[src/design/scaler_pkg.sv]
package scaler_pkg;

  // ************************************************************************
  // widths
  // ************************************************************************
  localparam int PIX_W      = 8;
  localparam int DIM_W      = 12;
  localparam int FRAC_W     = 8;
  localparam int POS_W      = DIM_W + FRAC_W;  // 12.8 position
  localparam int K_W        = 16;              // 8.8 scale factor
  localparam int LINE_DEPTH = 2048;

  typedef logic [PIX_W-1:0] pix_t;
  typedef logic [DIM_W-1:0] dim_t;

  // one accumulator word, summed as raw, split as index plus weight
  typedef union packed {
    logic [POS_W-1:0] raw;
    struct packed {
      dim_t              idx;   // source row or column
      logic [FRAC_W-1:0] frac;  // weight of idx+1
    } f;
  } scale_pos_u;

  typedef struct packed {
    dim_t           s_width;
    dim_t           s_height;
    dim_t           t_width;
    dim_t           t_height;
    logic [K_W-1:0] k_h;
    logic [K_W-1:0] k_v;
  } scale_cfg_t;

  // line buffer write port
  typedef struct packed {
    logic en;
    dim_t addr;
    pix_t data;
  } lb_wr_t;

  // vertically blended stream
  typedef struct packed {
    logic valid;
    pix_t data;
  } vpix_t;

endpackage

[src/design/pixel_blend.sv]
module pixel_blend
  import scaler_pkg::*;
(
  input  logic              sys_clk,
  input  logic              rst_n,
  input  logic              valid_in,
  input  pix_t              p0,
  input  pix_t              p1,
  input  logic [FRAC_W-1:0] frac,
  output logic              valid_out,
  output pix_t              blend
);

  logic [FRAC_W:0]         w0;      // 256 - frac
  logic [PIX_W+FRAC_W-1:0] m0;
  logic [PIX_W+FRAC_W-1:0] m1;
  logic [PIX_W+FRAC_W-1:0] sum;
  logic                    valid_q;

  assign w0  = {1'b1, {FRAC_W{1'b0}}} - {1'b0, frac};
  assign sum = m0 + m1;  // tops out at 255*256

  // stage 1 multiplies, stage 2 sums and drops the fraction
  always_ff @(posedge sys_clk)
  begin
    m0    <= p0 * w0;
    m1    <= p1 * frac;
    blend <= sum[PIX_W+FRAC_W-1:FRAC_W];
  end

  always_ff @(posedge sys_clk)
  begin
    if (!rst_n)
    begin
      valid_q   <= 1'b0;
      valid_out <= 1'b0;
    end
    else
    begin
      valid_q   <= valid_in;
      valid_out <= valid_q;
    end
  end

endmodule

[src/design/vert_scaler.sv]
module vert_scaler
  import scaler_pkg::*;
(
  input  logic       sys_clk,
  input  logic       rst_n,
  input  logic       frame_flag,
  input  scale_cfg_t cfg,
  input  logic       rows_ready,
  output dim_t       rd_addr,
  input  pix_t       rd0,
  input  pix_t       rd1,
  output dim_t       want_rows,
  output vpix_t      vout,
  output logic       row_start
);

  typedef enum logic [1:0] {
    ST_IDLE,
    ST_SETTLE,  // want_rows just moved
    ST_WAIT,
    ST_SWEEP
  } state_t;

  state_t            state;
  scale_pos_u        pos;
  dim_t              col;
  dim_t              row_cnt;
  logic              sweep;
  logic              rd_v1;
  logic              sel1;
  logic              clamp1;
  logic [FRAC_W-1:0] frac1;
  logic              v2;
  logic [FRAC_W-1:0] frac2;
  pix_t              p0_q;
  pix_t              p1_q;
  pix_t              near_pix;
  pix_t              far_pix;
  logic              first1;
  logic              first2;

  assign sweep     = (state == ST_SWEEP);
  assign rd_addr   = col;
  assign want_rows = pos.f.idx + dim_t'(2);  // rows r and r+1

  // ************************************************************************
  // row sweep FSM
  // ************************************************************************
  always_ff @(posedge sys_clk)
  begin
    if (!rst_n)
    begin
      state   <= ST_IDLE;
      pos.raw <= '0;
      col     <= '0;
      row_cnt <= '0;
    end
    else if (frame_flag)
    begin
      state   <= ST_SETTLE;  // cfg lands this edge
      pos.raw <= '0;
      col     <= '0;
      row_cnt <= '0;
    end
    else
    begin
      case (state)
        ST_SETTLE:
          state <= ST_WAIT;
        ST_WAIT:
          if (rows_ready)
            state <= ST_SWEEP;
        ST_SWEEP:
          if (col == cfg.s_width - dim_t'(1))
          begin
            col <= '0;
            if (row_cnt == cfg.t_height - dim_t'(1))
              state <= ST_IDLE;  // frame done, no extra lines wanted
            else
            begin
              pos.raw <= pos.raw + POS_W'(cfg.k_v);
              row_cnt <= row_cnt + dim_t'(1);
              state   <= ST_SETTLE;
            end
          end
          else
            col <= col + dim_t'(1);
        default:
          state <= ST_IDLE;
      endcase
    end
  end

  // ************************************************************************
  // read pipeline and row select
  // ************************************************************************
  always_ff @(posedge sys_clk)
  begin
    sel1   <= pos.f.idx[0];  // row r sits in buffer r mod 2
    clamp1 <= (pos.f.idx + dim_t'(1)) == cfg.s_height;
    frac1  <= pos.f.frac;
  end

  assign near_pix = sel1 ? rd1 : rd0;
  assign far_pix  = sel1 ? rd0 : rd1;

  always_ff @(posedge sys_clk)
  begin
    p0_q  <= near_pix;
    p1_q  <= clamp1 ? near_pix : far_pix;  // last row blends with itself
    frac2 <= frac1;
  end

  always_ff @(posedge sys_clk)
  begin
    if (!rst_n)
    begin
      rd_v1     <= 1'b0;
      v2        <= 1'b0;
      first1    <= 1'b0;
      first2    <= 1'b0;
      row_start <= 1'b0;
    end
    else
    begin
      rd_v1     <= sweep;
      v2        <= rd_v1;
      first1    <= sweep && (col == '0);
      first2    <= first1;
      row_start <= first2;  // one ahead of the first vout
    end
  end

  pixel_blend u_blend (
    .sys_clk   (sys_clk),
    .rst_n     (rst_n),
    .valid_in  (v2),
    .p0        (p0_q),
    .p1        (p1_q),
    .frac      (frac2),
    .valid_out (vout.valid),
    .blend     (vout.data)
  );

endmodule

[config.mk]
export PLATFORM = sky130hd
export DESIGN_NAME = vert_scaler
export DESIGN_NICKNAME = d
export VERILOG_FILES = /design/src/design/scaler_pkg.sv /design/src/design/pixel_blend.sv /design/src/design/vert_scaler.sv
export SDC_FILE = /design/constraint.sdc
export NUM_CORES = 1
export LEC_CHECK = 0
export BUFFER_PORTS_ARGS = -buffer_cell sky130_fd_sc_hd__buf_2
export CORE_UTILIZATION = 65
export CTS_CLUSTER_SIZE = 28
export DETAILED_ROUTE_END_ITERATION = 7
export HOLD_SLACK_MARGIN = 0.15
export PLACE_DENSITY = 0.88
export SLEW_MARGIN = 0
export SYNTH_ARGS = -nofsm -noshare
export SYNTH_HDL_FRONTEND = slang
export SYNTH_HIERARCHICAL = 1
export SYNTH_SLANG_ARGS = --single-unit
[constraint.sdc]
create_clock -name sys_clk -period 7.3 [get_ports sys_clk]
set_input_delay 0.73 -clock sys_clk [delete_from_list [all_inputs] [get_ports sys_clk]]
set_output_delay 0.73 -clock sys_clk [all_outputs]
set_load 0.02 [all_outputs]
==> key figures <==
Outcome
  – Outcome: finished, final reports clean

Final layout
  – Register Area: 0.00254 mm^2
  – Nets@finish: 1600
  – Utilization after layout: 0.753
  – Number of fill cells in the layout: 1109
  – Post-route design area: 0.0121 mm^2
  – P&R area growth vs syn: 11.5%
  – Area of the multi-input gates: 0.00763 mm^2
  – Fraction of layout cells with a size suffix above 1: 0.138

CTS
  – Post-CTS setup buffers: 0
  – CTS max path bufs: 2
  – CTS Hold Bufs: 0
  – Total CTS buffers: 17
  – CTS root buf: clkbuf_16
  – Sink Count: 127
  – Clk Latency, worst-skew pair: 430 ps
  – # H-tree levels: 4
  – Clk slew on worst S/H paths: 60 ps
  – TritonCTS clock tree: done
  – Post-cts resize count: 0

Routing
  – Total wire length: 24600 um
  – Initial DRC count: 497
  – DR DRC count: 0
  – Vias per Instance: 5.76
  – TritonRoute pass-1 iters: 6
  – Routed via count: 8868
  – Final ANT Viol Nets: 0
  – Detailed-route wire length per cell: 16.0 um

Yosys
  – EDFF count, synth: 0
  – Count leader, synth: inv_1
  – Yosys reg bits: 127
  – Top cells by area in the synthesized netlist: dfxtp_1 (23%), fa_1 (14%), ha_1 (13%)
  – Yosys cell types: 75
  – Post-synth ARST share: 0
  – Share of the synthesized area in the top cell type: 0.234
  – Dominant synthesized flop cell: dfxtp_1
  – Sequential element share of the synthesized area: 0.234
  – Net Count, Synth: 1507
  – Post-synthesis cell count: 1218
  – Yosys top cell by area: dfxtp_1
  – Ys Warns: 6
  – Syn_area_per_cell: 8.94 um^2
  – Mapped Area: 0.0109 mm^2
  – Commonest cells post-synth: inv_1 (146), dfxtp_1 (127), ha_1 (111)

Placed design
  – Placer Congestion: 0.902
  – Post-DP HPWL: 18100 um
  – Port Buffers: 105
  – Post-DP Area: 0.0115 mm^2

Global routing
  – Largest net degree at the start of global routing: 28
  – GR Overflow Total: 0
  – Antenna violations before repair: 1
  – First-pass GRT wire length: 42400 um
  – Total global-route track usage: 0.301
  – Vias in the first global route: 9189

Power and ir drop
  – Tot Pwr: 1.73 mW
  – VDD IR max: 0.163 mV
  – Leak: 5.75 nW
  – Pwr Density: 142 mW/mm^2

Hold path
  – Hold-critical path depth: 0
  – Worst Hold Class: register to register
  – Hold endpoint: frac2[7]
  – Min-delay src: frac1[7]

Floorplan
  – Die area: 0.0173 mm^2
  – Rows: 46
  – Die Wd: 131 um
  – Placeable Area: 0.0161 mm^2
  – I/O pin count: 134
  – Starting Density: 0.675
  – Die Y: 131 um

Setup path
  – WP data arrival: 6310 ps
  – Worst setup SP type: register
  – Setup CP Type: register to register
  – Reg2reg setup slack: 1350 ps
  – Crit Path Max Fanout: 18
  – FF-to-FF End: u_blend/m0[13]
  – Critical Path RT: 7670 ps
  – CP Cell Sequence: inv_1, ha_1, nand3_1, xor2_1, and2_1, fa_1, fa_1, fa_1, inv_1, fa_1, inv_1, ha_1, o21ai_0, nand2b_1, a21oi_1, a21oi_2, a2111o_1, nand4_1
  – Critical-path top delay cell: dfxtp_1
  – Critical path's most frequent cell: fa_1
  – Worst r2r path cells: 18
  – RR Startpoint: frac2[0]
  – Crit. End Element: register
  – Slowest cell delay on critical path: 710 ps

STA
  – Min Hold Slack: 328 ps
  – RSZ-0062 raised after global routing: no
  – Slew Limit Fails: 0
  – Slew @ Worst Pin: 1120 ps
  – Final setup viols: 0
  – Crit path time final: 5950 ps
  – Hold Vio Cnt, Final: 0
  – Final setup TNS: 0 ps
  – Relative slew slack: 0.247
  – Fin crit share: 0.814
  – Fmax: 168 MHz
  – Clock Skew: 8.11 ps

Flow run
  – Max-cap viol count: 0
-- logic make-up (layout without fill, tap and decap cells) --
kind of cell | count (synthesis) | in the layout | share of synthesized area
DFF | 127 | 127 | 0.234
adders and majority gates | 189 | 189 | 0.271
and+or+nand+nor | 420 | 420 | 0.206
AOI/OAI and AO/OA | 151 | 151 | 0.0960
buffers and inverters | 179 | 284 | 0.0654
xor gates and xnor gates | 118 | 118 | 0.0949
muxes | 34 | 34 | 0.0331
other | 0 | 1 | 0
-- registers in the layout (all words and copies together), names as in the netlist --
signal and cells:
u_blend/valid_out 1, clamp1 1, frac2 8, u_blend/m1 16
sel1 1, v2 1, rd_v1 1, row_cnt 12
p1_q 8, pos 20, u_blend/valid_q 1, rd_addr 12
first2 1, first1 1, p0_q 8, u_blend/blend 8
row_start 1, state 2, frac1 8, u_blend/m0 16
-- worst max-delay path: cells and delay by family (launching register included) --
kind	cells	cell delay [ps]
adder cells (fa/ha/maj)	6	2620
AO/OA/AOI/OAI	4	1040
flip-flops	1	710
AND/OR/NAND/NOR	4	660
XOR/XNOR	1	580
buffers and inverters	3	240
-- worst max path at each step --
stage | startpoint | end | cells after the start | slack (ps)
2_1_floorplan | frac2[1] | u_blend/m0[13] | 19 | 2580
3_3_place_gp | frac2[0] | u_blend/m0[13] | 18 | 1800
3_5_place_dp | frac2[0] | u_blend/m0[13] | 18 | 1620
4_1_cts | frac2[0] | u_blend/m0[13] | 18 | 1430
5_1_grt | frac2[0] | u_blend/m0[13] | 18 | 1160
6_report | frac2[0] | u_blend/m0[13] | 18 | 1350
-- area by class of cell --
cell class,instances,area share
diodes,1,0.000206
clock buffers,17,0.0350
clock inverters,14,0.0149
inverters,146,0.0451
multi-input cells,912,0.629
flip-flops and latches,127,0.209
well taps,216,0.0223
repair buffers,107,0.0445
-- stage by stage --
stage	worst slack, ps	cells
2_1_floorplan	2580	1218
3_3_place_gp	1800	1508
3_5_place_dp	1620	1508
4_1_cts	1430	1539
5_1_grt	1160	1539
6_report	1350	1540
-- power breakdown --
group | internal (mW) | switching, mW
registers | 0.704 | 0.0145
clock network | 0.541 | 0.342
logic | 0.0559 | 0.0709
total | 1.30 | 0.427
-- metal layers --
metal  wire length [um]  vias up  share of wire  GRT usage
met5                  0        -              0          0
met4                984        0          0.040      0.164
met3               1400       86          0.057     0.0559
met2              12600      315           0.51      0.534
met1               9690     4208           0.39      0.340
li1                   -     4259              -          -
-- layout by cell type, fill, tap and decap left out, drive strengths merged, types with 20 or more instances in the layout --
master / n
a21oi: 42
and2: 97
buf: 107
dfxtp: 127
fa: 78
ha: 111
inv: 151
nand2: 95
nand3: 23
nand4: 20
nor2: 84
nor3: 21
o21ai: 33
xnor2: 77
xor2: 41
No activity file was read; power rests on OpenSTA's default activity.
