--- src/design/scaler_pkg.sv ---
package scaler_pkg;

  // ************************************************************************
  // widths
  // ************************************************************************
  localparam int PIX_W      = 8;
  localparam int DIM_W      = 12;
  localparam int FRAC_W     = 8;
  localparam int POS_W      = DIM_W + FRAC_W;  // 12.8 position
  localparam int K_W        = 16;              // 8.8 scale factor
  localparam int LINE_DEPTH = 2048;

  typedef logic [PIX_W-1:0] pix_t;
  typedef logic [DIM_W-1:0] dim_t;

  // one accumulator word, summed as raw, split as index plus weight
  typedef union packed {
    logic [POS_W-1:0] raw;
    struct packed {
      dim_t              idx;   // source row or column
      logic [FRAC_W-1:0] frac;  // weight of idx+1
    } f;
  } scale_pos_u;

  typedef struct packed {
    dim_t           s_width;
    dim_t           s_height;
    dim_t           t_width;
    dim_t           t_height;
    logic [K_W-1:0] k_h;
    logic [K_W-1:0] k_v;
  } scale_cfg_t;

  // line buffer write port
  typedef struct packed {
    logic en;
    dim_t addr;
    pix_t data;
  } lb_wr_t;

  // vertically blended stream
  typedef struct packed {
    logic valid;
    pix_t data;
  } vpix_t;

endpackage

--- src/design/line_fetch.sv ---
module line_fetch
  import scaler_pkg::*;
(
  input  logic       sys_clk,
  input  logic       rst_n,
  input  logic       frame_flag,
  input  scale_cfg_t cfg,
  input  logic       data_ready,
  input  pix_t       data_in,
  input  dim_t       want_rows,
  output logic       rd_req,
  output lb_wr_t     wr0,
  output lb_wr_t     wr1,
  output logic       rows_ready
);

  dim_t loaded;   // lines fully written this frame
  dim_t rd_cnt;
  dim_t wr_addr;
  dim_t goal;
  logic busy;
  logic wr_en;
  logic wr_last;
  logic start;
  logic rd_last;

  // never more lines than the source has
  assign goal    = (want_rows < cfg.s_height) ? want_rows : cfg.s_height;
  assign start   = !busy && (loaded < goal) && data_ready;
  assign rd_last = rd_req && (rd_cnt == cfg.s_width - dim_t'(1));

  assign rows_ready = !busy && (loaded >= goal);

  // ************************************************************************
  // read request, one run of s_width cycles per line
  // ************************************************************************
  always_ff @(posedge sys_clk)
  begin
    if (!rst_n || frame_flag)
    begin
      rd_req <= 1'b0;
      rd_cnt <= '0;
      busy   <= 1'b0;
    end
    else
    begin
      if (start)
        rd_req <= 1'b1;
      else if (rd_last)
        rd_req <= 1'b0;

      if (rd_last)
        rd_cnt <= '0;
      else if (rd_req)
        rd_cnt <= rd_cnt + dim_t'(1);

      if (start)
        busy <= 1'b1;
      else if (wr_en && wr_last)
        busy <= 1'b0;  // line landed
    end
  end

  // ************************************************************************
  // write side, data_in trails rd_req by one cycle
  // ************************************************************************
  always_ff @(posedge sys_clk)
  begin
    if (!rst_n || frame_flag)
    begin
      wr_en   <= 1'b0;
      wr_last <= 1'b0;
      loaded  <= '0;
    end
    else
    begin
      wr_en   <= rd_req;
      wr_last <= rd_last;
      if (wr_en && wr_last)
        loaded <= loaded + dim_t'(1);
    end
  end

  always_ff @(posedge sys_clk)
  begin
    wr_addr <= rd_cnt;
  end

  // line n goes to buffer n mod 2
  assign wr0.en   = wr_en && !loaded[0];
  assign wr0.addr = wr_addr;
  assign wr0.data = data_in;

  assign wr1.en   = wr_en && loaded[0];
  assign wr1.addr = wr_addr;
  assign wr1.data = data_in;

endmodule

--- config.mk ---
export PLATFORM = sky130hd
export DESIGN_NAME = line_fetch
export DESIGN_NICKNAME = d
export VERILOG_FILES = /design/src/design/scaler_pkg.sv /design/src/design/line_fetch.sv
export SDC_FILE = /design/constraint.sdc
export NUM_CORES = 1
export LEC_CHECK = 0
export BUFFER_PORTS_ARGS = -buffer_cell sky130_fd_sc_hd__buf_2
export CELL_PAD_IN_SITES_DETAIL_PLACEMENT = 1
export CELL_PAD_IN_SITES_GLOBAL_PLACEMENT = 1
export CORE_MARGIN = 1.5
export CORE_UTILIZATION = 30
export DETAILED_ROUTE_END_ITERATION = 6
export PLACE_DENSITY = 0.8
export REMOVE_ABC_BUFFERS = 1
export SYNTH_ARGS = -nofsm -noshare
export SYNTH_HDL_FRONTEND = slang
export SYNTH_SLANG_ARGS = --single-unit
--- constraint.sdc ---
create_clock -name sys_clk -period 10.05 [get_ports sys_clk]
set_input_delay 1.005 -clock sys_clk [delete_from_list [all_inputs] [get_ports sys_clk]]
set_output_delay 1.005 -clock sys_clk [all_outputs]
set_load 0.02 [all_outputs]
==> results.py, run 1 <==
metrics = {
    "timing": {
        "min_period_ns": 5.67,
        "rsz0062_at_grt": "no",
        "setup_tns_ns": 0,
        "max_freq_ghz": 0.176,
        "worst_pin_slew_ns": 0.597,
        "setup_viol": 0,
        "finalHoldViolations": 0,
        "hold_ws_ns": 0.421,
        "maxSlewHeadroom": 0.599,
        "finalCritPeriodShare": 0.564,
        "drv_slew": 0,
        "skew_ns": 0.00879,
    },
    "floorplan": {
        "rows": 36,
        "dieHeight_um": 104,
        "die-area_um2": 10700,
        "die_width_um": 104,
        "core_area_um2": 9770,
        "start_util": 0.310,
        "io_pins": 148,
    },
    "logic_synthesis": {
        "ys_seq_area_frac": 0.264,
        "syn-instance-count": 373,
        "ys_types": 47,
        "synth-seq-cells": 40,
        "async_flop_share": 0,
        "synth_edf_count": 0,
        "yosysWarnings": 0,
        "syn_area_um2": 3030,
        "yosys.area.top_type": "dfxtp_1",
        "ys_top_cells_by_area": "dfxtp_1, ha_1, buf_4",
        "syn_area_per_cell_um2": 8.13,
        "synth_flop_cell": "dfxtp_1",
        "synth_top_area_frac": 0.264,
    },
    "cells_and_area": {
        "area_delta_synth_final_pct": 12.2,
        "utilization": 0.348,
        "fillers": 1218,
        "final_cell_mix": "buf_2, dfxtp_1, nand2_1, ha_1, nand3_1",
        "layout_commonest_cell": "buf_2",
        "fin_nets": 538,
        "post-route-cell-area_um2": 3400,
        "instances_no_fill": 542,
        "antenna-diode-count": 0,
        "final_layout_size_suffix_gt1_frac": 0.203,
    },
    "critical_path": {
        "end_kind": "primary output",
        "r2r_cells": 6,
        "r2r-start": "rd_cnt[4]",
        "startpoint_type": "input port",
        "crit_start": "cfg[61]",
        "r2r_end": "rd_cnt[1]",
        "crit_end": "rows_ready",
        "cp_max_fo": 13,
        "worstPathRequired_ns": 9.05,
        "critPathArrivalTime_ns": 4.66,
        "worstSetupPathType": "input port to primary output",
        "reg2reg_slack_ns": 7.98,
    },
    "grt": {
        "grt_remaining_overflow": 0,
        "grt_pass1_vias": 2951,
        "grt_max_degree": 32,
        "antenna_found_initial": 0,
        "grt_pass1_wl_um": 13700,
        "grtUsageTotal": 0.151,
    },
    "clocking": {
        "cts_num_sinks": 40,
        "cts_setup_buffers": 0,
        "clock_tree.buffer_depth": 2,
        "numCtsBuffers": 5,
        "cts.clk_slew.worst_paths_ns": 0.08,
        "clock_latency_ns": 0.29,
        "cts_resized": 0,
        "cts_max_level": 2,
        "cts_tree": "done",
        "cts_root_buf": "clkbuf_8",
        "cts_hold_buf": 0,
    },
    "power": {
        "ir_drop_mv": 0.0543,
        "clkPwrFrac": 0.356,
        "power_frac_seq": 0.431,
        "p_int_uw": 264,
        "switchingPower_uw": 107,
        "combPwrFrac": 0.213,
        "pwr_density_cell_nw_per_um2": 109,
        "p_leak_uw": 0.00151,
        "swShare": 0.289,
    },
    "routing": {
        "drt-initial-drc-count": 89,
        "drt_first_pass_iters": 4,
        "drtAntennaViolNets": 0,
        "wl_um": 8010,
        "vias": 2890,
        "routedWlPerCell_um": 14.8,
        "via_per_inst": 5.33,
        "drc": 0,
    },
    "placed_design": {
        "dpl-instance-area_um2": 3290,
        "dp_hpwl_um": 6270,
        "io_buffer_count": 67,
        "dp.cells": 534,
        "place_congestion": 0.833,
    },
    "job": {
        "max_cap_violations": 0,
    },
    "min_path": {
        "hold_path.class": "register to register",
    },
    "outcome": {
        "status": "complete, no violations",
    },
}
cells in the mapped netlist, types with 2 or more instances:
master    instances
nand2_1          31
a21oi_1          14
nand4_1          13
nor4b_1           2
nor3b_1           4
and4_1            2
and3_1            6
xor2_1           16
o21ai_0          18
nor2b_1           4
clkbuf_1         10
o211a_1           2
o21a_1            2
xnor2_1          12
a211oi_1         13
or3_1             3
buf_1             3
nand2b_1          4
o32ai_1           2
nor3_1           10
nor2_1           19
a311oi_1         11
ha_1             26
inv_1            19
buf_4            28
o31ai_1           4
dfxtp_1          40
nand3_1          21
nor4_1            3
a21o_1           12
nor4_4            2
o211ai_1          2
power groups by stage:
stage          clock, µW  combinational, µW  sequential, µW
6_report             132               79.1             160
5_1_grt              143               89.0             160
4_1_cts              138               79.5             160
3_5_place_dp           0               79.0             164
3_3_place_gp           0               75.0             164
2_1_floorplan          0               49.4             164
flip-flops by register name, indices dropped and copies added, names as in the netlist:
register and count:
wr_addr 12, rd_req 1, wr_en 1, busy 1, loaded 12, wr_last 1
rd_cnt 12
final cells by class:
type                            instances  area [µm²]  share of cell area
Clock buffer                            5        68.8              0.0202
Clock inverter                          3        42.5              0.0125
Inverter                               19        71.3              0.0210
Multi-Input combinational cell        272        1890               0.557
Sequential cell                        40         801               0.235
Tap cell                              133         166              0.0489
Timing Repair Buffer                   70         358               0.105
cells by family (layout without fill, tap and decap cells):
kind of cell,count (synthesis),count (layout),synth area share
adders and majority gates,26,26,0.107
xor gates and xnor gates,28,28,0.0809
buffers and inverters,61,97,0.113
AOI/OAI and AO/OA,89,89,0.207
DFF,40,40,0.264
and+or+nand+nor,129,129,0.228
layer usage:
layer	part of all wire	routed length, µm	GRT usage	vias up
met5	0	0	0.00952	-
met4	0.0039	31	0.0248	0
met3	0.055	442	0.0409	4
met2	0.49	3920	0.267	84
met1	0.45	3610	0.184	1397
li1	-	-	-	1405
worst max-delay path, cell delays in order:
cell and delay, ns:
buf_2 0.09, inv_1 0.05, ha_1 0.30, a21o_1 0.18, a21o_1 0.17, a21o_1 0.17
a21o_1 0.34, a21o_1 0.37, a311oi_1 0.41, ha_1 0.32, a21o_1 0.16, a21o_1 0.16
a21o_1 0.17, a211oi_1 0.31, o211a_1 0.21, a21oi_1 0.06, buf_2 0.16
stage by stage:
stage               setup WS, ns  total power (µW)
global placement            4.43               239
global route                4.11               392
detailed placement          4.35               243
finish                      4.38               371
CTS                         4.35               377
floorplan                   4.53               213
how the worst min path moves through the flow:
| stage | startpoint | end | slack, ns | cells after the start |
|---|---|---|---|---|
| after global placement | rd_cnt[11] | wr_addr[11] | 0.40 | 0 |
| final | rd_cnt[11] | wr_addr[11] | 0.42 | 0 |
| after floorplan | rd_cnt[5] | wr_addr[5] | 0.37 | 0 |
| after global routing | rd_cnt[11] | wr_addr[11] | 0.43 | 0 |
| after detailed placement | rd_cnt[11] | wr_addr[11] | 0.41 | 0 |
| after CTS | rd_cnt[11] | wr_addr[11] | 0.43 | 0 |
(Power assumes the default switching activity.)
==> inputs of run 2 (changes only) <==
Clock period 10.05 ns to 5.49 ns, I/O delays scaled along.
==> results.py, run 2 (synthesis gave the netlist of run 1 again) <==
metrics = {
    "critical_path": {
        "path_cells": "buf_2 > inv_1 > ha_1 > a21o_1 > a21o_1 > a21o_1 > a21o_1 > a21o_1 > a311oi_1 > ha_1 > a21o_1 > a21o_1 > a21o_1 > a211oi_1 > o211a_1 > a21oi_1 > buf_2",
        "startpoint_type": "input port",
        "critPathMaxStageDelay_ns": 0.38,
        "r2r-start": "rd_cnt[4]",
        "critPathArrivalTime_ns": 4.18,
        "cpMaxStageDelayCell": "a21o_1",
        "worstSetupPathType": "input port to primary output",
        "cp_max_fo": 13,
        "end_kind": "primary output",
        "crit_start": "cfg[61]",
        "worstPathRequired_ns": 4.94,
        "cpMostUsedCell": "a21o_1",
    },
    "clocking": {
        "clock_tree.buffer_depth": 2,
        "cts.clk_slew.worst_paths_ns": 0.08,
        "cts_setup_buffers": 0,
        "numCtsBuffers": 5,
        "clock_latency_ns": 0.29,
        "cts_root_buf": "clkbuf_8",
        "cts_num_sinks": 40,
        "cts_tree": "done",
        "cts_max_level": 2,
        "cts_resized": 0,
        "cts_hold_buf": 0,
    },
    "cells_and_area": {
        "largestRegisters": "loaded: 12 flops, rd_cnt: 12 flops, wr_addr: 12 flops",
        "antenna-diode-count": 0,
        "final_layout_size_suffix_gt1_frac": 0.202,
        "area_delta_synth_final_pct": 11.8,
        "layout_commonest_cell": "buf_2",
        "final_cell_mix": "buf_2, dfxtp_1, nand2_1, ha_1, nand3_1",
        "fin_nets": 539,
    },
    "timing": {
        "finalHoldViolations": 0,
        "rsz0062_at_grt": "no",
        "drv_slew": 0,
        "finalCritPeriodShare": 0.862,
        "max_freq_ghz": 0.211,
        "setup_tns_ns": 0,
        "skew_ns": 0.00680,
        "maxSlewHeadroom": 0.545,
        "min_period_ns": 4.73,
        "layout_setup_ws_ns": 0.758,
        "setup_viol": 0,
        "worst_pin_slew_ns": 0.677,
    },
    "grt": {
        "grt_pass1_vias": 2975,
        "grt_max_degree": 32,
        "grtUsageTotal": 0.155,
        "grt_pass1_wl_um": 14000,
        "grt_remaining_overflow": 0,
        "antenna_found_initial": 0,
    },
    "power": {
        "power_frac_seq": 0.454,
        "ir_drop_mv": 0.105,
        "clkPwrFrac": 0.317,
        "pwr_density_cell_nw_per_um2": 190,
        "swShare": 0.300,
        "p_int_uw": 451,
        "switchingPower_uw": 193,
        "combPwrFrac": 0.229,
        "p_leak_uw": 0.00150,
    },
    "routing": {
        "drc": 0,
        "wl_um": 8240,
        "via_per_inst": 5.31,
        "routedWlPerCell_um": 15.2,
        "drtAntennaViolNets": 0,
        "vias": 2881,
        "drt_first_pass_iters": 4,
        "drt-initial-drc-count": 58,
    },
    "job": {
        "max_cap_violations": 0,
    },
    "floorplan": {
        "die-area_um2": 10700,
        "die_width_um": 104,
        "dieHeight_um": 104,
        "start_util": 0.310,
        "rows": 36,
        "core_area_um2": 9770,
        "io_pins": 148,
    },
    "min_path": {
        "min_from": "rd_cnt[11]",
        "hold_path.class": "register to register",
    },
    "placed_design": {
        "io_buffer_count": 67,
        "pre_cts_ws_ns": 0.734,
        "place_congestion": 0.834,
        "dp_hpwl_um": 6330,
    },
    "outcome": {
        "status": "complete, no violations",
    },
}
[run 2: metal layers]
metal,global-route usage,routed length (µm)
met1,0.185,3630
met5,0.00952,0
met4,0.0298,51
met3,0.0371,498
met2,0.282,4060
[run 2: worst paths after layout]
check,slack (ns),end,cells after the start
setup / recovery,0.76,rows_ready,17
hold / removal,0.42,wr_addr[11],0
setup reg to reg,3.36,rd_cnt[10],6
hold reg to reg,0.42,wr_addr[11],0
[run 2: final cells by class]
| class | count | area [µm²] |
|---|---|---|
| Tap cell | 133 | 166 |
| Clock inverter | 1 | 7.51 |
| Timing Repair Buffer | 71 | 365 |
| Multi-Input combinational cell | 272 | 1890 |
| Sequential cell | 40 | 801 |
| Fill cell | 1221 | 6380 |
| Inverter | 19 | 71.3 |
| Clock buffer | 7 | 86.3 |
[run 2: critical path, delay by kind of cell]
family / cells / cell delay, ns
adder cells (fa/ha/maj): 2 / 0.62
buffers and inverters: 3 / 0.31
AO/OA/AOI/OAI: 12 / 2.70
[run 2: metrics by stage]
step	power [µW]	utilization	instance area, µm²	hold WS [ns]	instances
2_1_floorplan	391	-	2760	0.371	331
3_3_place_gp	438	0.337	3300	0.400	535
3_5_place_dp	447	0.337	3300	0.406	535
4_1_cts	651	0.347	3390	0.417	543
5_1_grt	682	0.347	3390	0.425	543
6_report	645	0.347	3390	0.420	543
[run 2: power groups by stage]
stage	Clock, µW	Sequential [µW]	Combinational [µW]
6_report	204	293	148
5_1_grt	222	293	166
4_1_cts	210	293	148
3_5_place_dp	0	300	147
3_3_place_gp	0	300	138
2_1_floorplan	0	300	90.5
