File: src/design/scaler_pkg.sv
package scaler_pkg;

  // ************************************************************************
  // widths
  // ************************************************************************
  localparam int PIX_W      = 8;
  localparam int DIM_W      = 12;
  localparam int FRAC_W     = 8;
  localparam int POS_W      = DIM_W + FRAC_W;  // 12.8 position
  localparam int K_W        = 16;              // 8.8 scale factor
  localparam int LINE_DEPTH = 2048;

  typedef logic [PIX_W-1:0] pix_t;
  typedef logic [DIM_W-1:0] dim_t;

  // one accumulator word, summed as raw, split as index plus weight
  typedef union packed {
    logic [POS_W-1:0] raw;
    struct packed {
      dim_t              idx;   // source row or column
      logic [FRAC_W-1:0] frac;  // weight of idx+1
    } f;
  } scale_pos_u;

  typedef struct packed {
    dim_t           s_width;
    dim_t           s_height;
    dim_t           t_width;
    dim_t           t_height;
    logic [K_W-1:0] k_h;
    logic [K_W-1:0] k_v;
  } scale_cfg_t;

  // line buffer write port
  typedef struct packed {
    logic en;
    dim_t addr;
    pix_t data;
  } lb_wr_t;

  // vertically blended stream
  typedef struct packed {
    logic valid;
    pix_t data;
  } vpix_t;

endpackage

File: src/design/pixel_blend.sv
module pixel_blend
  import scaler_pkg::*;
(
  input  logic              sys_clk,
  input  logic              rst_n,
  input  logic              valid_in,
  input  pix_t              p0,
  input  pix_t              p1,
  input  logic [FRAC_W-1:0] frac,
  output logic              valid_out,
  output pix_t              blend
);

  logic [FRAC_W:0]         w0;      // 256 - frac
  logic [PIX_W+FRAC_W-1:0] m0;
  logic [PIX_W+FRAC_W-1:0] m1;
  logic [PIX_W+FRAC_W-1:0] sum;
  logic                    valid_q;

  assign w0  = {1'b1, {FRAC_W{1'b0}}} - {1'b0, frac};
  assign sum = m0 + m1;  // tops out at 255*256

  // stage 1 multiplies, stage 2 sums and drops the fraction
  always_ff @(posedge sys_clk)
  begin
    m0    <= p0 * w0;
    m1    <= p1 * frac;
    blend <= sum[PIX_W+FRAC_W-1:FRAC_W];
  end

  always_ff @(posedge sys_clk)
  begin
    if (!rst_n)
    begin
      valid_q   <= 1'b0;
      valid_out <= 1'b0;
    end
    else
    begin
      valid_q   <= valid_in;
      valid_out <= valid_q;
    end
  end

endmodule

File: src/design/horiz_scaler.sv
module horiz_scaler
  import scaler_pkg::*;
(
  input  logic       sys_clk,
  input  logic       rst_n,
  input  logic       frame_flag,
  input  scale_cfg_t cfg,
  input  vpix_t      vin,
  input  logic       row_start,
  output logic       out_wren,
  output pix_t       data_out
);

  scale_pos_u pos;
  dim_t       x;       // column of the current vin pixel
  dim_t       n_out;   // pixels emitted this row
  pix_t       prev;
  logic       tail_q;  // last column just went by
  logic       room;
  logic       hit;
  logic       tail_hit;
  logic       emit;
  logic       bl_valid;
  pix_t       bl_data;

  assign room = (n_out < cfg.t_width);

  // columns idx and idx+1 both seen
  assign hit = vin.valid && (x == pos.f.idx + dim_t'(1)) && room;

  // final position on the last column, no right neighbour
  assign tail_hit = tail_q && (pos.f.idx == cfg.s_width - dim_t'(1)) && room;

  assign emit = hit || tail_hit;

  // ************************************************************************
  // column tracking and position accumulator
  // ************************************************************************
  always_ff @(posedge sys_clk)
  begin
    if (!rst_n || frame_flag || row_start)
    begin
      pos.raw <= '0;
      x       <= '0;
      n_out   <= '0;
      tail_q  <= 1'b0;
    end
    else
    begin
      tail_q <= vin.valid && (x == cfg.s_width - dim_t'(1));
      if (vin.valid)
        x <= x + dim_t'(1);
      if (emit)
      begin
        pos.raw <= pos.raw + POS_W'(cfg.k_h);
        n_out   <= n_out + dim_t'(1);
      end
    end
  end

  always_ff @(posedge sys_clk)
  begin
    if (vin.valid)
      prev <= vin.data;
  end

  pixel_blend u_blend (
    .sys_clk   (sys_clk),
    .rst_n     (rst_n),
    .valid_in  (emit),
    .p0        (prev),
    .p1        (tail_hit ? prev : vin.data),
    .frac      (pos.f.frac),
    .valid_out (bl_valid),
    .blend     (bl_data)
  );

  // output register
  always_ff @(posedge sys_clk)
  begin
    if (!rst_n)
      out_wren <= 1'b0;
    else
      out_wren <= bl_valid;
  end

  always_ff @(posedge sys_clk)
  begin
    data_out <= bl_data;
  end

endmodule

File: config.mk
export PLATFORM = sky130hd
export DESIGN_NAME = horiz_scaler
export DESIGN_NICKNAME = d
export VERILOG_FILES = /design/src/design/scaler_pkg.sv /design/src/design/pixel_blend.sv /design/src/design/horiz_scaler.sv
export SDC_FILE = /design/constraint.sdc
export NUM_CORES = 1
export LEC_CHECK = 0
export BUFFER_PORTS_ARGS = -buffer_cell sky130_fd_sc_hd__buf_2
export CAP_MARGIN = 10
export CORE_MARGIN = 4
export CORE_UTILIZATION = 60
export DETAILED_ROUTE_END_ITERATION = 12
export PLACE_DENSITY = 0.88
export SYNTH_ARGS = -nofsm -noshare
export SYNTH_HDL_FRONTEND = slang
export SYNTH_SLANG_ARGS = --single-unit
export TNS_END_PERCENT = 20
File: constraint.sdc
create_clock -name sys_clk -period 17.8 [get_ports sys_clk]
set_input_delay 3.56 -clock sys_clk [delete_from_list [all_inputs] [get_ports sys_clk]]
set_output_delay 3.56 -clock sys_clk [all_outputs]
set_load 0.01 [all_outputs]
==> flow_metrics.env, run 1 <==
export IMPL_fin_area_mm2=0.01100
export IMPL_drtIter0Drc=522
export IMPL_synth_most_common_cell="inv_1"
export IMPL_synthDominantCellAreaShare_pct=18.71
export IMPL_postSynthAreaPerCell_um2=8.819
export IMPL_synth_largest_area_cell="dfxtp_1"
export IMPL_ys_warn_count=0
export IMPL_ir_worst_vdd_v=0.00005880
export IMPL_required_ps=18060
export IMPL_cts_resized=0
export IMPL_drtPass1Iterations=5
export IMPL_maxCapViolCount=0
export IMPL_synth_common_cells="inv_1, ha_1, dfxtp_1, nand2_1, fa_1"
export IMPL_startpoint_type="input port"
export IMPL_antenna_left=0
export IMPL_setup_viol=0
export IMPL_muxShareOfSynthArea_pct=3.069
export IMPL_fmax_ghz=0.09538
export IMPL_async_reset_ff_share_pct=0
export IMPL_min_period_ps=10480
export IMPL_die_w_um=138.9
export IMPL_cp_slowest_cell="or4_1"
export IMPL_nets=1483
export IMPL_cts_tree="built"
export IMPL_ctsHoldBuffers=0
export IMPL_cts_buffers=9
export IMPL_synth_area_top_cells="dfxtp_1, fa_1, ha_1"
export IMPL_status="finished clean"
export IMPL_power_density_mw_per_mm2=48.16
export IMPL_drv_slew=0
export IMPL_setup_tns_ps=0
export IMPL_critPathKind="input port to register"
export IMPL_grt_pass1_vias=8322
export IMPL_drive_gt1_share_pct=9.083
export IMPL_synthAdderAreaFrac_pct=29.45
export IMPL_crit_chain="buf_2 > or4_1 > nor3_1 > xnor2_1 > o21ai_0 > nor4_1 > nand2_2 > mux2i_2 > nor2b_1 > fa_1 > fa_1 > inv_1 > fa_1 > fa_1 > inv_1 > ha_1 > nor2b_1 > o211ai_1 > a21oi_1 > a311oi_1 > nor2b_1 > xnor2_1"
export IMPL_core_area_mm2=0.01670
export IMPL_synth_ff_type="dfxtp_1"
export IMPL_drt_total_wl_um=22880
export IMPL_gp_congestion=0.8872
export IMPL_yosys_area_share_simple_pct=20.84
export IMPL_clockBufferDepth=2
export IMPL_htree_levels=3
export IMPL_num_rows=47
export IMPL_crit_buf_inv=3
export IMPL_skew_ps=11.95
export IMPL_grt_max_degree=39
export IMPL_syn_nets=1453
export IMPL_vias=8234
export IMPL_drc=0
export IMPL_dpl_cell_area_mm2=0.01070
export IMPL_clock_latency_ps=370
export IMPL_n_fill_cell=1316
export IMPL_cpPeakStageDelay_ps=710
export IMPL_diodes=0
export IMPL_yosysUniqueCellTypes=70
export IMPL_cp_max_fo=10
export IMPL_track_usage_pct=24.10
export IMPL_grt_overflow=0
export IMPL_cts_root_buf="clkbuf_16"
export IMPL_dieArea_mm2=0.01928
export IMPL_relSlewSlack_pct=29.07
export IMPL_tightest_slew_ps=1059
export IMPL_path_delay_family="simple AND/OR/NAND/NOR gates"
export IMPL_final_hold_viol_count=0
export IMPL_post_drt_wl_per_cell_um=16.11
export IMPL_post_route_period_util_pct=58.90
export IMPL_cp_common_cell="fa_1"
export IMPL_io_buffer_count=61
export IMPL_seq_area_frac_synth_pct=21.04
export IMPL_hpwl_um=17680
export IMPL_post_cts_buffers=0
export IMPL_regToRegSetupSlack_ps=10800
export IMPL_grt_pass1_wl_um=39010
export IMPL_pin_count=102
export IMPL_ys_seq_elements=104
export IMPL_antenna_found_initial=1
export IMPL_clkSinkCount=104
export IMPL_syn_area_mm2=0.01027
export IMPL_rsz0062_at_grt="no"
export IMPL_synthXorXnorAreaFrac_pct=9.000
export IMPL_final_util_pct=65.85
export IMPL_synth_edf_count=8
export IMPL_synth_compound_area_share_pct=10.06
export IMPL_netlist_instances=1165
export IMPL_clk_pin_slew_ps=80
export IMPL_start_util_pct=61.51
export IMPL_die_y_um=138.9
export IMPL_areaGrowthSynthToFinish_pct=7.051
export IMPL_hold_path_class="register to register"
export IMPL_via_per_inst=5.799
export IMPL_p_leak_uw=0.005161
export IMPL_cp_arrival_ps=10750
export IMPL_cp_end_kind="register"
export IMPL_synth_top_family_by_area="adder cells"
-- state kept, by name, indices dropped and copies added (netlist names) --
name,cells
data_out,8
out_wren,1
n_out,12
x,12
u_blend.valid_q,1
u_blend.m0,16
pos,20
tail_q,1
u_blend.blend,8
prev,8
u_blend.valid_out,1
u_blend.m1,16
-- power by group --
group / switching [µW] / internal [µW]
logic: 40.3 / 31.0
registers: 7.68 / 247
clock network: 104 / 99.3
-- worst paths after layout --
| kind | from | to | depth (start not counted) |
|---|---|---|---|
| worst min register to register | u_blend.blend[6] | data_out[6] | 0 |
| worst min-delay path | u_blend.blend[6] | data_out[6] | 0 |
| worst max register to register | n_out[7] | u_blend.m1[12] | 21 |
| worst max-delay path | cfg[68] | u_blend.m1[12] | 22 |
-- layout by cell type (no fill, tap or decap), types with 4 or more instances in the layout --
master,count
inv_1,130
fa_1,78
o21a_1,9
xnor2_1,70
a211oi_1,5
and4_1,5
or3_1,13
nor3_1,19
a21o_1,11
mux2i_2,6
nor2_1,67
dfxtp_1,96
or3b_2,4
ha_1,117
or2_2,4
a211o_1,4
and3_1,9
buf_2,61
or4_1,7
a21oi_1,48
clkbuf_16,9
a31oi_1,4
o21ai_0,30
nand2b_1,21
nand2_1,88
mux2i_1,21
o31ai_1,7
nand3_1,21
nand4_1,13
and2_1,59
xor2_1,33
nor4_1,14
edfxtp_1,8
o211ai_1,8
nor2b_1,40
a41oi_1,4
-- metal layers --
layer | up-vias | global-route usage (%) | share of wire (%)
met5 | - | 0 | 0.044
met1 | 3957 | 30.01 | 42
li1 | 3969 | - | -
met3 | 56 | 3.828 | 5.0
met4 | 2 | 7.673 | 2.4
met2 | 250 | 42.88 | 50
-- per-stage QoR --
stage          power, µW  setup WS [ps]  instances  hold WS [ps]
2_1_floorplan      306.5           8131       1165         309.6
3_3_place_gp       326.9           7233       1404         309.6
3_5_place_dp       331.0           7042       1404         312.8
4_1_cts            532.7           7416       1420         331.5
5_1_grt            550.4           7001       1420         332.9
6_report           529.7           7316       1420         330.7
-- kinds of logic after synthesis --
group,count (synthesis)
buffers and inverters,176
and+or+nand+nor,398
muxes,29
DFF,104
AOI/OAI and AO/OA,159
xor gates and xnor gates,104
adders and majority gates,195
-- worst reg2reg max path, delay by kind of cell (launching register included) --
family	cells	cell delay, ps
buffers and inverters	2	90
muxes	1	670
adders and majority gates	6	2630
xor gates and xnor gates	1	190
DFF	1	400
and+or+nand+nor	6	1770
AOI/OAI and AO/OA	5	1150
-- layout make-up --
cell class / instances / area [µm²] / area share [%]
inverters: 132 / 495.5 / 4.505
multi-input cells: 885 / 7448 / 67.72
repair buffers: 63 / 320.3 / 2.912
clock inverters: 7 / 71.32 / 0.6485
clock buffers: 9 / 225.2 / 2.048
well taps: 220 / 275.3 / 2.503
flip-flops and latches: 104 / 2162 / 19.66
(Power assumes the default switching activity.)
==> run 2, diff against run 1 <==
- CORE_UTILIZATION: 60 -> 55
- PLACE_DENSITY: 0.88 -> 0.85
- clock period: 17.8 -> 8.9 ns (I/O delays scaled with it)
==> run 2 against run 1 <==
Net effect:
- register-to-register slack worse by 8500 ps
- core utilization is 4.8 points lower
- combinational power is 100% higher
- via count is 0.36% lower
- largest power group unchanged
- sequential power is 100% higher
- routed wire length is 0.16% lower
- clock power is 100% higher
- highest routed layer is now met4
- largest cell class unchanged
==> flow_metrics.env, run 2 (same netlist as run 1, synthesis figures left out) <==
export IMPL_io_buffer_count=61
export IMPL_grt_pass1_wl_um=38250
export IMPL_crit_start="cfg[68]"
export IMPL_setup_viol=0
export IMPL_skew_ps=9.021
export IMPL_grt_max_degree=39
export IMPL_die_w_um=144.7
export IMPL_drv_slew=0
export IMPL_use_met2_pct=42.38
export IMPL_die_y_um=144.7
export IMPL_min_delay_start="u_blend.blend[4]"
export IMPL_drtPass1Iterations=5
export IMPL_power_density_mw_per_mm2=96.34
export IMPL_ir_worst_vdd_v=0.0001127
export IMPL_areaGrowthSynthToFinish_pct=7.819
export IMPL_grt_pass1_vias=8203
export IMPL_setup_tns_ps=0
export IMPL_drive_gt1_share_pct=9.685
export IMPL_drtIter0Drc=386
export IMPL_cts_tree="built"
export IMPL_cts_resized=0
export IMPL_clkSinkCount=104
export IMPL_top_regs="pos x20, u_blend.m0 x16, u_blend.m1 x16"
export IMPL_htree_levels=3
export IMPL_drc=0
export IMPL_post_route_period_util_pct=93.20
export IMPL_post_drt_wl_per_cell_um=15.90
export IMPL_drt_total_wl_um=22840
export IMPL_dieArea_mm2=0.02093
export IMPL_fmax_ghz=0.1206
export IMPL_final_hold_viol_count=0
export IMPL_cts_buffers=9
export IMPL_clock_latency_ps=360
export IMPL_required_ps=9170
export IMPL_crit_chain="buf_2 > or4_1 > o41ai_1 > o221ai_1 > or4_1 > nor4_2 > nand2_2 > mux2i_2 > nor2b_1 > fa_1 > fa_1 > ha_1 > inv_1 > fa_1 > inv_1 > ha_1 > a21oi_1 > nor2b_1 > o211ai_1 > a21oi_1 > a311oi_1 > nor2b_1 > xnor2_1"
export IMPL_diodes=0
export IMPL_grtUsageMet3_pct=3.549
export IMPL_p_leak_uw=0.005203
export IMPL_largest_reg_flops=20
export IMPL_relSlewSlack_pct=36.68
export IMPL_largest_register="pos"
export IMPL_layout_common_cells="inv_1, ha_1, dfxtp_1, nand2_1, fa_1"
export IMPL_cp_max_fo=10
export IMPL_r2r_start="n_out[7]"
export IMPL_grt_met1_usage_pct=26.53
export IMPL_n_fill_cell=1541
export IMPL_core_area_mm2=0.01815
export IMPL_ctsHoldBuffers=0
export IMPL_rsz0062_at_grt="no"
export IMPL_critPathKind="input port to register"
export IMPL_cp_end_kind="register"
export IMPL_p_total_uw=1067
export IMPL_min_period_ps=8295
export IMPL_grt_busiest_layer="met2"
export IMPL_final_common_cell="inv_1"
export IMPL_maxCapViolCount=0
export IMPL_antenna_left=0
export IMPL_grt_overflow=0
export IMPL_gp_congestion=0.8795
export IMPL_track_usage_pct=22.75
export IMPL_tightest_slew_ps=945.7
export IMPL_startpoint_type="input port"
export IMPL_hpwl_um=17990
export IMPL_cts_root_buf="clkbuf_16"
export IMPL_post_cts_buffers=0
export IMPL_cpPeakStageDelay_ps=650
export IMPL_clk_pin_slew_ps=80
export IMPL_clockBufferDepth=2
export IMPL_ff_latch_area_mm2=0.002162
export IMPL_via_per_inst=5.709
export IMPL_antenna_found_initial=0
export IMPL_status="finished clean"
export IMPL_vias=8204
export IMPL_hold_path_class="register to register"
export IMPL_start_util_pct=56.61
export IMPL_pin_count=102
export IMPL_cp_slowest_cell="or4_1"
export IMPL_num_rows=49
export IMPL_nets=1491
export IMPL_multi_input_area_mm2=0.007448
export IMPL_cp_arrival_ps=8570
## run 2: cell count changes in the layout (fill, tap and decap cells not counted)
cell / previous run / this run
buf_4: 2 / 10
bufinv_16: 0 / 1
clkinv_8: 1 / 0
clkinvlp_4: 0 / 1
inv_4: 0 / 2
inv_6: 3 / 0
## run 2: final timing paths
| kind | to | slack [ps] | cells after the start |
|---|---|---|---|
| setup / recovery | u_blend.m1[12] | 600 | 23 |
| hold / removal | data_out[4] | 330 | 0 |
| setup reg to reg | u_blend.m1[12] | 2350 | 23 |
| hold reg to reg | data_out[4] | 330 | 0 |
## run 2: metrics by stage
step	area (µm²)	std cells	utilization [%]	hold WS (ps)	worst slack, ps
after global routing	11080	1437	61.04	335.8	284.3
after global placement	10770	1421	59.36	310.5	414.2
final	11080	1437	61.04	329.3	604.8
after CTS	11080	1437	61.04	330.8	663.2
after detailed placement	10770	1421	59.36	312.1	323.0
after floorplan	10270	1165	-	309.6	1011
## run 2: worst max-delay path: cells and delay by family
family / cells / cell delay (ps)
buf+inv: 3 / 230
simple gates: 7 / 2300
fa+ha+maj: 5 / 2100
mux: 1 / 560
xor+xnor: 1 / 160
compound gates: 6 / 1420
## run 2: cell type report
type | instances | area share [%]
Clock buffer | 9 | 2.033
Clock inverter | 7 | 0.7116
Inverter | 132 | 4.473
Multi-Input combinational cell | 885 | 67.24
Sequential cell | 104 | 19.52
Tap cell | 229 | 2.587
Timing Repair Buffer | 71 | 3.434
## run 2: report_power, final
group,internal [µW],switching [µW],total (µW)
clock network,221,191,412
registers,494,14.9,509
logic,64.0,81.4,145
total,780,287,1070
## run 2: per-layer routing
metal	vias up	share of wire [%]
met3	51	4.8
met5	-	0
met1	3928	40
li1	3988	-
met4	0	2.7
met2	237	52
==> run 3, diff against run 2 <==
--- a/config.mk
+++ b/config.mk
@@ -6,10 +6,10 @@
 export NUM_CORES = 1
 export LEC_CHECK = 0
-export BUFFER_PORTS_ARGS = -buffer_cell sky130_fd_sc_hd__buf_2
 export CAP_MARGIN = 10
 export CORE_MARGIN = 4
-export CORE_UTILIZATION = 55
+export CORE_UTILIZATION = 60
 export DETAILED_ROUTE_END_ITERATION = 12
-export PLACE_DENSITY = 0.85
+export DONT_BUFFER_PORTS = 1
+export PLACE_DENSITY = 0.84
 export SYNTH_ARGS = -nofsm -noshare
 export SYNTH_HDL_FRONTEND = slang
==> constraint.sdc (replaced) <==
create_clock -name sys_clk -period 8.9 [get_ports sys_clk]
set_input_delay 0 -clock sys_clk [delete_from_list [all_inputs] [get_ports sys_clk]]
set_output_delay 0 -clock sys_clk [all_outputs]
set_load 0.01 [all_outputs]
==> run 3 against run 2 <==
Net effect:
- setup slack better by 1300 ps
- core utilization up 3.8 points
- sequential power increased by 0.8%
- via count fell by 1.1%
- clock power down 4%
- clock skew is 0.88 ps lower
- sequential cell count did not move
- clock-buffer cell count unchanged
==> flow_metrics.env, run 3 (same netlist as run 1, synthesis figures left out) <==
export IMPL_cts_resized=0
export IMPL_cp_arrival_ps=7260
export IMPL_ir_worst_vdd_v=0.00009908
export IMPL_core_area_mm2=0.01670
export IMPL_cts_buffers=9
export IMPL_post_drt_wl_per_cell_um=17.14
export IMPL_cpPeakStageDelay_ps=620
export IMPL_hold_path_class="input port to register"
export IMPL_startpoint_type="register"
export IMPL_clock_latency_ps=360
export IMPL_power_density_mw_per_mm2=95.14
export IMPL_min_delay_start="vin[8]"
export IMPL_drtPass1Iterations=5
export IMPL_via_per_inst=5.905
export IMPL_crit_start="n_out[7]"
export IMPL_track_usage_pct=25.13
export IMPL_grt_max_degree=39
export IMPL_antenna_left=0
export IMPL_die_w_um=138.9
export IMPL_tightest_slew_ps=1035
export IMPL_clk_pin_slew_ps=80
export IMPL_ctsHoldBuffers=15
export IMPL_min_period_ps=6997
export IMPL_hpwl_um=17750
export IMPL_setup_slack_ps=1903
export IMPL_vias=8113
export IMPL_num_rows=47
export IMPL_rsz0062_at_grt="no"
export IMPL_cp_max_fo=10
export IMPL_start_util_pct=61.51
export IMPL_setup_viol=0
export IMPL_grt_pass1_vias=8493
export IMPL_post_place_ws_ps=1912
export IMPL_clkSinkCount=104
export IMPL_maxCapViolCount=0
export IMPL_largest_register="pos"
export IMPL_drc=0
export IMPL_critPathKind="register to register"
export IMPL_cts_tree="built"
export IMPL_n_fill_cell=1356
export IMPL_drive_gt1_share_pct=4.159
export IMPL_gp_congestion=0.8663
export IMPL_nets=1437
export IMPL_p_leak_uw=0.004975
export IMPL_antenna_found_initial=0
export IMPL_drtIter0Drc=411
export IMPL_crit_chain="ha_1 > a211o_1 > nor4_1 > a31oi_1 > nor4_1 > nand2_2 > mux2i_2 > nor2b_1 > fa_1 > fa_1 > inv_1 > fa_1 > fa_1 > inv_1 > ha_1 > nor2b_1 > o211ai_1 > a21oi_1 > a311oi_1 > nor2b_1 > xnor2_1"
export IMPL_post_route_period_util_pct=78.62
export IMPL_cp_common_cell="fa_1"
export IMPL_die_y_um=138.9
export IMPL_drv_slew=0
export IMPL_multi_input_area_mm2=0.007448
export IMPL_cp_end_kind="register"
export IMPL_relSlewSlack_pct=30.72
export IMPL_dieArea_mm2=0.01928
export IMPL_htree_levels=3
export IMPL_grt_overflow=0
export IMPL_cp_slowest_cell="nor4_1"
export IMPL_top_regs="pos x20, u_blend.m0 x16, u_blend.m1 x16"
export IMPL_cts_root_buf="clkbuf_16"
export IMPL_diodes=0
export IMPL_areaGrowthSynthToFinish_pct=5.468
export IMPL_skew_ps=8.137
export IMPL_grt_pass1_wl_um=40250
export IMPL_largest_reg_flops=20
export IMPL_final_hold_viol_count=0
export IMPL_r2r_start="n_out[7]"
export IMPL_fmax_ghz=0.1429
export IMPL_required_ps=9160
export IMPL_clockBufferDepth=2
export IMPL_post_cts_buffers=0
export IMPL_io_buffer_count=0
export IMPL_status="finished clean"
export IMPL_ff_latch_area_mm2=0.002162
export IMPL_pin_count=102
export IMPL_setup_tns_ps=0
export IMPL_layout_common_cells="inv_1, ha_1, dfxtp_1, nand2_1, fa_1"
export IMPL_final_common_cell="inv_1"
export IMPL_drt_total_wl_um=23560
run 3: cell count changes in the layout (fill, tap and decap cells not counted), sizes merged:
cell / change
dlygate4sd3: +15
bufinv: -1
buf: -69
clkinvlp: +1
run 3: metal layers:
layer  GRT usage [%]  wire length [µm]  vias to the layer above
met4           10.09               818                        0
met3           5.862              1546                       65
li1                -                 -                     3879
met1           29.44              9432                     3907
met5               0                 0                        -
met2           44.41             11760                      262
run 3: path summary, 6_finish.rpt:
kind | slack [ps] | endpoint | depth (start not counted)
max | 1900 | u_blend.m1[12] | 21
min | 40 | x[3] | 3
max reg2reg | 1900 | u_blend.m1[12] | 21
min reg2reg | 330 | data_out[0] | 0
run 3: stage by stage:
step	power [µW]	hold slack (ps)	area [µm²]	util, %	cells
after global routing	1068	51.20	10840	64.88	1374
after global placement	630.5	99.39	10400	62.25	1343
after CTS	1035	23.25	10840	64.88	1374
after floorplan	613.0	98.87	10270	-	1165
final	1031	40.25	10840	64.88	1374
after detailed placement	636.7	99.31	10400	62.25	1343
run 3: power breakdown:
part / internal (µW) / leakage [µW] / switching (µW)
Combinational: 54.6 / 0.00398 / 67.7
Clock: 196 / 0.000136 / 199
Sequential: 494 / 0.000861 / 18.6
run 3: cell type report:
| cell class | count | area share (%) |
|---|---|---|
| Clock buffer | 9 | 2.079 |
| Clock inverter | 7 | 0.5889 |
| Inverter | 132 | 4.573 |
| Multi-Input combinational cell | 885 | 68.74 |
| Sequential cell | 104 | 19.95 |
| Tap cell | 220 | 2.540 |
| Timing Repair Buffer | 17 | 1.524 |
run 3: critical path, delay by kind of cell, from the launching register on:
| family | cells | cell delay [ps] |
|---|---|---|
| mux | 1 | 610 |
| fa+ha+maj | 6 | 2640 |
| flops | 1 | 410 |
| xor+xnor | 1 | 190 |
| simple gates | 6 | 1720 |
| compound gates | 5 | 1210 |
| buf+inv | 2 | 90 |
